===== src/rtl/tune_pkg.sv =====
package tune_pkg;

    // One-hot pitch class, bit 11 = C down to bit 0 = B
    typedef logic [11:0] note_t;
    localparam note_t NO_NOTE = '0;

    localparam int N_TUNES   = 3;
    localparam int MAX_STEPS = 15;
    localparam int TUNE_W    = $clog2(N_TUNES);

    typedef logic [3:0] step_t;
    localparam step_t RECOGNIZED = 4'hf;

    localparam int SAMPLE_W = 16;
    localparam int PERIOD_W = 20;
    localparam logic [SAMPLE_W-1:0] THRESHOLD = 16'h1100;

    // Standard pitch in Hz times 100, index equals the note bit
    localparam int NOTE_FREQ_100 [11:0] = '{
        26163, 27718, 29366, 31113, 32963, 34923,
        36999, 39200, 41530, 44000, 46616, 49388
    };

    localparam logic [7:0] SEG_OFF = 8'hff;  // Segments are active low

    function automatic logic [7:0] seg_hex(input logic [3:0] value);
        case (value)
            4'h0:    return 8'b00000011;
            4'h1:    return 8'b10011111;
            4'h2:    return 8'b00100101;
            4'h3:    return 8'b00001101;
            4'h4:    return 8'b10011001;
            4'h5:    return 8'b01001001;
            4'h6:    return 8'b01000001;
            4'h7:    return 8'b00011111;
            4'h8:    return 8'b00000001;
            4'h9:    return 8'b00011001;
            4'ha:    return 8'b00010001;
            4'hb:    return 8'b11000001;
            4'hc:    return 8'b01100011;
            4'hd:    return 8'b10000101;
            4'he:    return 8'b01100001;
            default: return 8'b00111001;  // Upper o for a recognized tune
        endcase
    endfunction

    // Letter of the note, dot (h) lit for a sharp
    function automatic logic [7:0] seg_note(input note_t note);
        case (note)
            12'h800: return 8'b01100011;  // C
            12'h400: return 8'b01100010;
            12'h200: return 8'b10000101;  // D
            12'h100: return 8'b10000100;
            12'h080: return 8'b01100001;  // E
            12'h040: return 8'b01110001;  // F
            12'h020: return 8'b01110000;
            12'h010: return 8'b01000011;  // G
            12'h008: return 8'b01000010;
            12'h004: return 8'b00010001;  // A
            12'h002: return 8'b00010000;
            12'h001: return 8'b11000001;  // B
            default: return SEG_OFF;
        endcase
    endfunction

endpackage


===== src/rtl/melody_if.sv =====
`timescale 1ns/1ps

interface melody_if
    import tune_pkg::*;
();

    step_t              step     [N_TUNES];  // Current step of each matcher
    note_t              expected [N_TUNES];  // Note awaited at that step
    logic [N_TUNES-1:0] last;                // Step is the final one of its tune
    logic               clear;               // Table was just rewritten

    // Table side of the lookup
    modport tbl (
        input  step,
        input  clear,
        output expected,
        output last
    );

    modport matcher (
        output step,
        output clear,
        input  expected,
        input  last
    );

endinterface


===== src/rtl/mic_spi_rx.sv =====
`timescale 1ns/1ps

module mic_spi_rx
    import tune_pkg::*;
#(
    parameter int SCK_DIV = 4
)(
    input  logic                clk,
    input  logic                reset,
    output logic                o_cs,
    output logic                o_sck,
    input  logic                i_sdo,
    output logic [SAMPLE_W-1:0] o_sample,
    output logic                o_sample_valid
);

    localparam int DIV_W     = (SCK_DIV > 1) ? $clog2(SCK_DIV) : 1;
    localparam int CS_HALVES = 2 * SAMPLE_W;  // Half SCK periods with CS low
    localparam int LAST_HALF = CS_HALVES + 1;

    logic [DIV_W-1:0]    div_cnt;
    logic [5:0]          half_idx;   // Position in the frame in half SCK periods
    logic [5:0]          half_next;
    logic                tick;
    logic                frame_end;
    logic [SAMPLE_W-1:0] shreg;

    assign tick      = (div_cnt == DIV_W'(SCK_DIV - 1));
    assign half_next = (half_idx == 6'(LAST_HALF)) ? 6'd0 : half_idx + 6'd1;

    // ----------------------------------------
    // Frame timing
    // ----------------------------------------

    always_ff @(posedge clk or posedge reset)
    begin
        if (reset)
        begin
            div_cnt        <= '0;
            half_idx       <= 6'(CS_HALVES);  // Start in the gap with CS high
            o_cs           <= 1'b1;
            o_sck          <= 1'b0;
            frame_end      <= 1'b0;
            o_sample_valid <= 1'b0;
        end
        else
        begin
            div_cnt        <= tick ? '0 : div_cnt + 1'b1;
            frame_end      <= tick && (half_idx == 6'(CS_HALVES - 1));
            o_sample_valid <= frame_end;  // One clock after CS rises
            if (tick)
            begin
                half_idx <= half_next;
                o_cs     <= (half_next >= 6'(CS_HALVES));
                o_sck    <= half_next[0] && (half_next < 6'(CS_HALVES));
            end
        end
    end

    // ----------------------------------------
    // Data path
    // ----------------------------------------

    always_ff @(posedge clk)
    begin
        // Take SDO on the clock that raises SCK, MSB first
        if (tick && !half_idx[0] && (half_idx < 6'(CS_HALVES)))
            shreg <= {shreg[SAMPLE_W-2:0], i_sdo};
        if (frame_end)
            o_sample <= shreg;
    end

endmodule


===== src/rtl/period_meter.sv =====
`timescale 1ns/1ps

module period_meter
    import tune_pkg::*;
(
    input  logic                clk,
    input  logic                reset,
    input  logic [SAMPLE_W-1:0] i_sample,
    input  logic                i_sample_valid,
    output logic [PERIOD_W-1:0] o_period
);

    logic [SAMPLE_W-1:0] prev_sample;
    logic [PERIOD_W-1:0] count;
    logic                rise;

    // Upward crossing of the threshold
    assign rise = i_sample_valid
               && (i_sample >= THRESHOLD)
               && (prev_sample < THRESHOLD);

    always_ff @(posedge clk or posedge reset)
    begin
        if (reset)
        begin
            prev_sample <= '0;
            count       <= '0;
            o_period    <= '0;
        end
        else
        begin
            if (i_sample_valid)
                prev_sample <= i_sample;

            if (rise)
            begin
                o_period <= count;
                count    <= PERIOD_W'(1);  // This clock already belongs to the next period
            end
            else if (~&count)                  // Saturate
                count <= count + 1'b1;
        end
    end

endmodule


===== src/rtl/note_classifier.sv =====
`timescale 1ns/1ps

module note_classifier
    import tune_pkg::*;
#(
    parameter int CLK_MHZ = 50
)(
    input  logic                clk,
    input  logic                reset,
    input  logic [PERIOD_W-1:0] i_period,
    output note_t               o_note
);

    localparam int N_CLASSES = $bits(note_t);
    localparam int N_OCTAVES = 3;

    logic [31:0] period_ext;
    note_t       hit;

    assign period_ext = 32'(i_period);

    // ----------------------------------------
    // Window compare for each class and octave
    // ----------------------------------------

    for (genvar n = 0; n < N_CLASSES; n++)
    begin : g_class
        logic [N_OCTAVES-1:0] in_win;

        for (genvar k = 0; k < N_OCTAVES; k++)
        begin : g_octave
            // Hundredth of the period in clocks at this octave
            localparam int NOMINAL = CLK_MHZ * 1000000 / (NOTE_FREQ_100[n] * (1 << k));
            localparam logic [31:0] LOW  = 32'(NOMINAL * 98);
            localparam logic [31:0] HIGH = 32'(NOMINAL * 102);

            assign in_win[k] = (period_ext > LOW) && (period_ext < HIGH);
        end

        assign hit[n] = |in_win;  // Any octave counts
    end

    always_ff @(posedge clk or posedge reset)
    begin
        if (reset)
            o_note <= NO_NOTE;
        else
            o_note <= hit;
    end

endmodule


===== src/rtl/note_filter.sv =====
`timescale 1ns/1ps

module note_filter
    import tune_pkg::*;
#(
    parameter int FILTER_W = 18
)(
    input  logic  clk,
    input  logic  reset,
    input  note_t i_note,
    output note_t o_note
);

    note_t               d_note;      // Note of the previous cycle
    logic [FILTER_W-1:0] stable_cnt;  // Cycles without a change

    always_ff @(posedge clk or posedge reset)
    begin
        if (reset)
        begin
            d_note     <= NO_NOTE;
            stable_cnt <= '0;
            o_note     <= NO_NOTE;
        end
        else
        begin
            d_note <= i_note;

            if (i_note != d_note)
                stable_cnt <= '0;
            else if (~&stable_cnt)
                stable_cnt <= stable_cnt + 1'b1;

            if (&stable_cnt)
                o_note <= d_note;  // Held long enough
        end
    end

endmodule


===== src/rtl/melody_table.sv =====
`timescale 1ns/1ps

module melody_table
    import tune_pkg::*;
(
    input  logic              clk,
    input  logic              reset,
    input  logic              i_cfg_we,
    input  logic [TUNE_W-1:0] i_cfg_tune,
    input  step_t             i_cfg_step,
    input  note_t             i_cfg_note,
    input  step_t             i_cfg_len,
    melody_if.tbl             mel
);

    localparam note_t N_C  = 12'h800,
                      N_D  = 12'h200,
                      N_EB = 12'h100,
                      N_E  = 12'h080,
                      N_F  = 12'h040,
                      N_G  = 12'h010,
                      N_AB = 12'h008,
                      N_A  = 12'h004,
                      N_BB = 12'h002,
                      N_B  = 12'h001;

    // Built-in tunes loaded at reset
    localparam note_t BUILTIN [N_TUNES][MAX_STEPS] = '{
        '{N_BB, N_D, N_BB, N_D, N_EB, N_D, N_C, N_A, N_C, N_A, N_C, N_D, N_C, N_BB, N_G},
        '{N_G, N_C, N_EB, N_D, N_C, N_EB, N_C, N_D, N_C, N_AB, N_BB, N_G, N_C, N_EB, N_D},
        '{N_E, N_F, N_E, N_A, N_B, N_C, N_D, N_C, N_B, N_C, N_G, N_C, N_A, N_C, N_A}
    };

    note_t notes [N_TUNES][MAX_STEPS];
    step_t len   [N_TUNES];

    always_ff @(posedge clk or posedge reset)
    begin
        if (reset)
        begin
            notes <= BUILTIN;
            len   <= '{default: step_t'(MAX_STEPS)};
        end
        else if (i_cfg_we && (int'(i_cfg_tune) < N_TUNES) && (int'(i_cfg_step) < MAX_STEPS))
        begin
            notes[i_cfg_tune][i_cfg_step] <= i_cfg_note;
            len[i_cfg_tune]               <= i_cfg_len;
        end
    end

    // Lookup for each matcher, silent right after a rewrite
    always_comb
    begin
        for (int t = 0; t < N_TUNES; t++)
        begin
            if (mel.clear || (int'(mel.step[t]) >= MAX_STEPS))
            begin
                mel.expected[t] = NO_NOTE;
                mel.last[t]     = 1'b0;
            end
            else
            begin
                mel.expected[t] = notes[t][mel.step[t]];
                mel.last[t]     = (mel.step[t] == len[t] - 1'b1);
            end
        end
    end

endmodule


===== src/rtl/melody_matcher.sv =====
`timescale 1ns/1ps

module melody_matcher
    import tune_pkg::*;
(
    input  logic      clk,
    input  logic      reset,
    input  note_t     i_note,
    input  logic      i_cfg_we,
    melody_if.matcher mel
);

    logic [N_TUNES-1:0] advance;

    always_comb
    begin
        for (int t = 0; t < N_TUNES; t++)
            advance[t] = (i_note != NO_NOTE)
                      && (mel.step[t] != RECOGNIZED)
                      && (i_note == mel.expected[t]);
    end

    always_ff @(posedge clk or posedge reset)
    begin
        if (reset)
        begin
            mel.clear <= 1'b0;
            for (int t = 0; t < N_TUNES; t++)
                mel.step[t] <= '0;
        end
        else
        begin
            mel.clear <= i_cfg_we;  // Table settles one cycle after a write
            for (int t = 0; t < N_TUNES; t++)
            begin
                if (i_cfg_we)
                    mel.step[t] <= '0;
                else if (advance[t])
                    mel.step[t] <= mel.last[t] ? RECOGNIZED : mel.step[t] + 1'b1;
            end
        end
    end

endmodule


===== src/rtl/seg_display.sv =====
`timescale 1ns/1ps

module seg_display
    import tune_pkg::*;
#(
    parameter int SCAN_W = 16
)(
    input  logic       clk,
    input  logic       reset,
    input  note_t      i_note,
    input  step_t      i_steps [N_TUNES],
    output logic [7:0] o_abcdefgh,
    output logic [3:0] o_digit
);

    logic [SCAN_W-1:0] scan_cnt;
    logic              scan_en;
    logic [1:0]        digit_idx;
    logic [1:0]        digit_next;

    assign scan_en    = &scan_cnt;
    assign digit_next = digit_idx + 2'd1;

    // ----------------------------------------
    // Digit scan
    // ----------------------------------------

    always_ff @(posedge clk or posedge reset)
    begin
        if (reset)
        begin
            scan_cnt   <= '0;
            digit_idx  <= '0;
            o_digit    <= 4'b1111;  // All digits off until the first scan
            o_abcdefgh <= SEG_OFF;
        end
        else
        begin
            scan_cnt <= scan_cnt + 1'b1;

            if (scan_en)
            begin
                digit_idx <= digit_next;
                o_digit   <= ~(4'b0001 << digit_next);

                // Leftmost digit holds the note, then tunes 0, 1, 2
                if (digit_next == 2'd3)
                    o_abcdefgh <= seg_note(i_note);
                else if (int'(digit_next) < N_TUNES)
                    o_abcdefgh <= seg_hex(i_steps[N_TUNES - 1 - int'(digit_next)]);
                else
                    o_abcdefgh <= SEG_OFF;
            end
        end
    end

endmodule


===== src/rtl/tune_detector_top.sv =====
`timescale 1ns/1ps

module tune_detector_top
    import tune_pkg::*;
#(
    parameter int CLK_MHZ  = 50,
    parameter int SCK_DIV  = 4,
    parameter int FILTER_W = 18,
    parameter int SCAN_W   = 16
)(
    input  logic              clk,
    input  logic              reset,
    output logic              o_mic_cs,
    output logic              o_mic_sck,
    input  logic              i_mic_sdo,
    input  logic              i_cfg_we,
    input  logic [TUNE_W-1:0] i_cfg_tune,
    input  step_t             i_cfg_step,
    input  note_t             i_cfg_note,
    input  step_t             i_cfg_len,
    output note_t             o_note,
    output logic [3:0]        o_led,
    output logic [7:0]        o_abcdefgh,
    output logic [3:0]        o_digit
);

    logic [SAMPLE_W-1:0] sample;
    logic                sample_valid;
    logic [PERIOD_W-1:0] period;
    note_t               raw_note;
    note_t               stable_note;
    logic [3:0]          led_next;

    melody_if mel ();

    // ----------------------------------------
    // Pitch path
    // ----------------------------------------

    mic_spi_rx #(.SCK_DIV(SCK_DIV)) u_mic (
        .clk            (clk),
        .reset          (reset),
        .o_cs           (o_mic_cs),
        .o_sck          (o_mic_sck),
        .i_sdo          (i_mic_sdo),
        .o_sample       (sample),
        .o_sample_valid (sample_valid)
    );

    period_meter u_period (
        .clk            (clk),
        .reset          (reset),
        .i_sample       (sample),
        .i_sample_valid (sample_valid),
        .o_period       (period)
    );

    note_classifier #(.CLK_MHZ(CLK_MHZ)) u_classifier (
        .clk      (clk),
        .reset    (reset),
        .i_period (period),
        .o_note   (raw_note)
    );

    note_filter #(.FILTER_W(FILTER_W)) u_filter (
        .clk    (clk),
        .reset  (reset),
        .i_note (raw_note),
        .o_note (stable_note)
    );

    assign o_note = stable_note;

    // ----------------------------------------
    // Melody matching and display
    // ----------------------------------------

    melody_table u_table (
        .clk        (clk),
        .reset      (reset),
        .i_cfg_we   (i_cfg_we),
        .i_cfg_tune (i_cfg_tune),
        .i_cfg_step (i_cfg_step),
        .i_cfg_note (i_cfg_note),
        .i_cfg_len  (i_cfg_len),
        .mel        (mel.tbl)
    );

    melody_matcher u_matcher (
        .clk      (clk),
        .reset    (reset),
        .i_note   (stable_note),
        .i_cfg_we (i_cfg_we),
        .mel      (mel.matcher)
    );

    seg_display #(.SCAN_W(SCAN_W)) u_display (
        .clk        (clk),
        .reset      (reset),
        .i_note     (stable_note),
        .i_steps    (mel.step),
        .o_abcdefgh (o_abcdefgh),
        .o_digit    (o_digit)
    );

    // Tune i on bit 3 - i, bit 0 when every tune is done
    always_comb
    begin
        led_next = '0;
        for (int t = 0; t < N_TUNES; t++)
            led_next[3 - t] = (mel.step[t] == RECOGNIZED);
        led_next[0] = &led_next[3 -: N_TUNES];
    end

    always_ff @(posedge clk or posedge reset)
    begin
        if (reset)
            o_led <= '0;
        else
            o_led <= led_next;
    end

endmodule


===== config.mk =====
export PLATFORM = sky130hd
export DESIGN_NAME = tune_detector_top
export DESIGN_NICKNAME = d
export VERILOG_FILES = /design/src/rtl/tune_pkg.sv /design/src/rtl/melody_if.sv /design/src/rtl/mic_spi_rx.sv /design/src/rtl/period_meter.sv /design/src/rtl/note_classifier.sv /design/src/rtl/note_filter.sv /design/src/rtl/melody_table.sv /design/src/rtl/melody_matcher.sv /design/src/rtl/seg_display.sv /design/src/rtl/tune_detector_top.sv
export SDC_FILE = /design/constraint.sdc
export NUM_CORES = 2
export LEC_CHECK = 0
export BUFFER_PORTS_ARGS = -buffer_cell sky130_fd_sc_hd__buf_2
export CORE_MARGIN = 2
export CORE_UTILIZATION = 65
export CTS_BUF_LIST = sky130_fd_sc_hd__clkbuf_8
export DETAILED_ROUTE_END_ITERATION = 8
export PLACE_DENSITY = 0.84
export SKIP_LAST_GASP = 1
export SLEW_MARGIN = 40
export SYNTH_ARGS = -nofsm -noshare
export SYNTH_HDL_FRONTEND = slang
export SYNTH_SLANG_ARGS = --single-unit

===== constraint.sdc =====
create_clock -name clk -period 35.2 [get_ports clk]
set_clock_uncertainty 0.1 [all_clocks]
set_input_delay 1.76 -clock clk [delete_from_list [all_inputs] [get_ports clk]]
set_output_delay 1.76 -clock clk [all_outputs]
set_load 0.01 [all_outputs]

==> reports/results.ini <==
[clocking]
cts_made_buffers=115
cts_tree=done
cts-hold-fix-buffers=0
clkSinkCount=737
clkTransAtPathRegs_ns=0.07
cts_resized=0
root_buffer=clkbuf_8
postCtsSetupBuffers=0
clk_latency_ns=0.76
htree_levels=3
clockBufferDepth=3

[synthesis]
synth_top_area_share_pct=43.4
syn-num-nets=3159
ys_types=80
synth_top_area_cell=dfrtp_1
ys_seq_area_share_pct=50.4
async_reset_ff_share_pct=96.7
ys.flop_type=dfrtp_1
ys_ff_latch=737
yosysWarnings=0
synthCells=3111
netlist_top_cells_area=dfrtp_1, mux2_2, mux4_2
synth_area_per_cell_um2=11.9
synthesis.area_um2=37000
synth_edf_count=24

[detailed_routing]
finalWirelength_mm=102
via_per_inst=6.77
routedWlPerCell_um=26.0
vias=26700
ant_nets=0
drc=0
first_iter_violations=2651
drt-pass1-iter-count=6

[floorplan]
ios=56
core_area_um2=56300
die_area_um2=58800
die_h_um=243
fp-row-count=87
die_w_um=243
initial_utilization_pct=65.7

[global_routing]
antenna_found_initial=11
grt_pass1_wl_mm=161
grt_overflow_total=0
first_global_vias=27400
grt_max_degree=150
grt_usage_pct=35.3

[layout]
finalNetCount=3125
final_area_um2=40100
final_cell_mix=dfrtp_1, mux2_2, nand2_1
syn2layout_area_growth_pct=8.56
fillCellCount=3726
multi_input_area_um2=17200
final_util_pct=71.3
final_common_cell=dfrtp_1
drive_gt1_share_pct=33.2
regArea_um2=18700

[power_and_ir_drop]
ir_drop_mv=0.0409
p_leak_uw=0.0182
p_per_area_nw_per_um2=47.6

[placement]
placed_area_um2=37600
port_buffers=55
detailed_place_hpwl_mm=66.6
gp_congestion=0.984

[timing]
setup_viol=0
setup_tns_ns=0
drv_slew=0
period_needed_ns=4.35
maxSlewHeadroom_pct=34.9
worst_pin_slew_ns=0.969
hold_viol=0
fin_crit_sh_pct=12.4
rsz0062_at_grt=false
max_freq_mhz=230

[setup_path]
cp_max_fo=37
end_kind=register
cp_cell_sequence=buf_4 -> nor2b_1 -> a221o_1 -> o2bb2ai_1 -> nand4b_1 -> o21ai_0 -> a21oi_1 -> nor4_1 -> o211ai_1 -> a221oi_1
worst_path_max_delay_cell=dfrtp_2
critPathKind=register to register
worstSetupStartpointType=register
crit_arrival_ns=4.89
max_stage_delay_ns=0.89
critPathRequiredTime_ns=35.74

[status]
status=complete, no violations

[run]
maxCapViolCount=0

[hold_path]
min_path_type=register to register

## sequential cells by signal, indices dropped and copies added (netlist names)
register / flops
u_table.len: 12
u_matcher.mel.step: 12
u_mic.half_idx: 6
u_period.o_period: 20
o_led: 4
u_mic.frame_end: 1
u_filter.stable_cnt: 18
u_period.prev_sample: 8
u_filter.d_note: 12
u_classifier.o_note: 12
u_display.digit_idx: 2
u_display.scan_cnt: 16
u_mic.o_sample_valid: 1
u_period.count: 20
u_mic.o_sck: 1
u_table.notes: 540
u_mic.o_sample: 8
u_matcher.mel.clear: 1
u_display.o_digit: 4
u_display.o_abcdefgh: 8
u_mic.shreg: 16
u_filter.o_note: 12
u_mic.div_cnt: 2
u_mic.o_cs: 1
## cells by family after synthesis
| logic type | share of synthesized area [%] |
|---|---|
| buffers and inverters | 3.28 |
| AOI/OAI and AO/OA | 6.92 |
| DFF | 50.4 |
| xor gates and xnor gates | 2.65 |
| and+or+nand+nor | 10.7 |
| adders and majority gates | 0.744 |
| muxes | 25.2 |
## where the power goes
group | internal, uW | switching (uW)
clock | 388 | 344
combinational | 101 | 89.2
sequential | 941 | 47.2
## path summary, 6_finish.rpt
path                                    endpoint  cells after the start                    from  slack [ns]
setup / recovery           u_matcher.mel.step[6]                     10   u_matcher.mel.step[5]       30.85
hold / removal                u_filter.d_note[9]                      0  u_classifier.o_note[9]        0.30
setup reg to reg           u_matcher.mel.step[6]                     10   u_matcher.mel.step[5]       30.85
hold reg to reg               u_filter.d_note[9]                      0  u_classifier.o_note[9]        0.30
max in group asynchronous     u_table.notes[412]                      5                   reset       31.81
min in group asynchronous     u_table.notes[157]                      2                   reset        0.89
## Yosys cell counts, types with 9 or more instances
library cell    n
dfstp_2        71
nand3_1        68
o21ai_0       101
nor2b_1        26
a211oi_1       19
or4_1          11
and2_1         15
nand4_1        46
nor3b_1         9
a22oi_1        16
mux2i_1        63
a221oi_1       18
o311ai_0        9
nand2b_1       26
nor4_1         30
edfxtp_1       24
a21oi_1        65
or2_2          10
and3_1         22
ha_1           22
a221o_1        25
buf_1          23
o31ai_1        11
dfrtp_1       642
o211ai_1       10
clkbuf_1      198
nand2_1       299
nor2_1        146
xnor2_1        60
a32oi_1        10
or3_1          12
a31oi_1        18
mux4_2         91
buf_2          26
inv_1          37
mux2_2        581
nor3_1         71
xor2_1         52
## layout make-up
class,count,area share [%]
Sequential cell,737,46.5
Clock inverter,70,0.932
Multi-Input combinational cell,2078,42.8
Antenna cell,7,0.0436
Timing Repair Buffer,107,1.89
Inverter,38,0.386
Tap cell,756,2.36
Clock buffer,148,5.07
## per-layer routing
layer / vias to the layer above / global-route usage, % / wire length [um]
li1: 11300 / - / -
met3: 415 / 8.22 / 9600
met1: 13600 / 46.8 / 39600
met2: 1436 / 54.6 / 47600
met4: 10 / 18.3 / 5610
met5: - / 0 / 59
## metrics by stage
stage | hold WS [ns] | instances | setup WS (ns) | total power, uW
finish | 0.297 | 3941 | 30.85 | 1910
global route | 0.320 | 3937 | 30.55 | 1980
floorplan | 0.272 | 3111 | 13.46 | 1130
global placement | 0.279 | 3713 | 29.91 | 1160
CTS | 0.303 | 3932 | 30.90 | 1920
detailed placement | 0.288 | 3714 | 30.51 | 1190
## critical path: cells and delay by family, from the launching register on
kind / cells / cell delay [ns]
DFF: 1 / 0.89
buffers and inverters: 1 / 0.64
and+or+nand+nor: 3 / 1.16
AOI/OAI and AO/OA: 6 / 1.38
(Power assumes the default switching activity.)
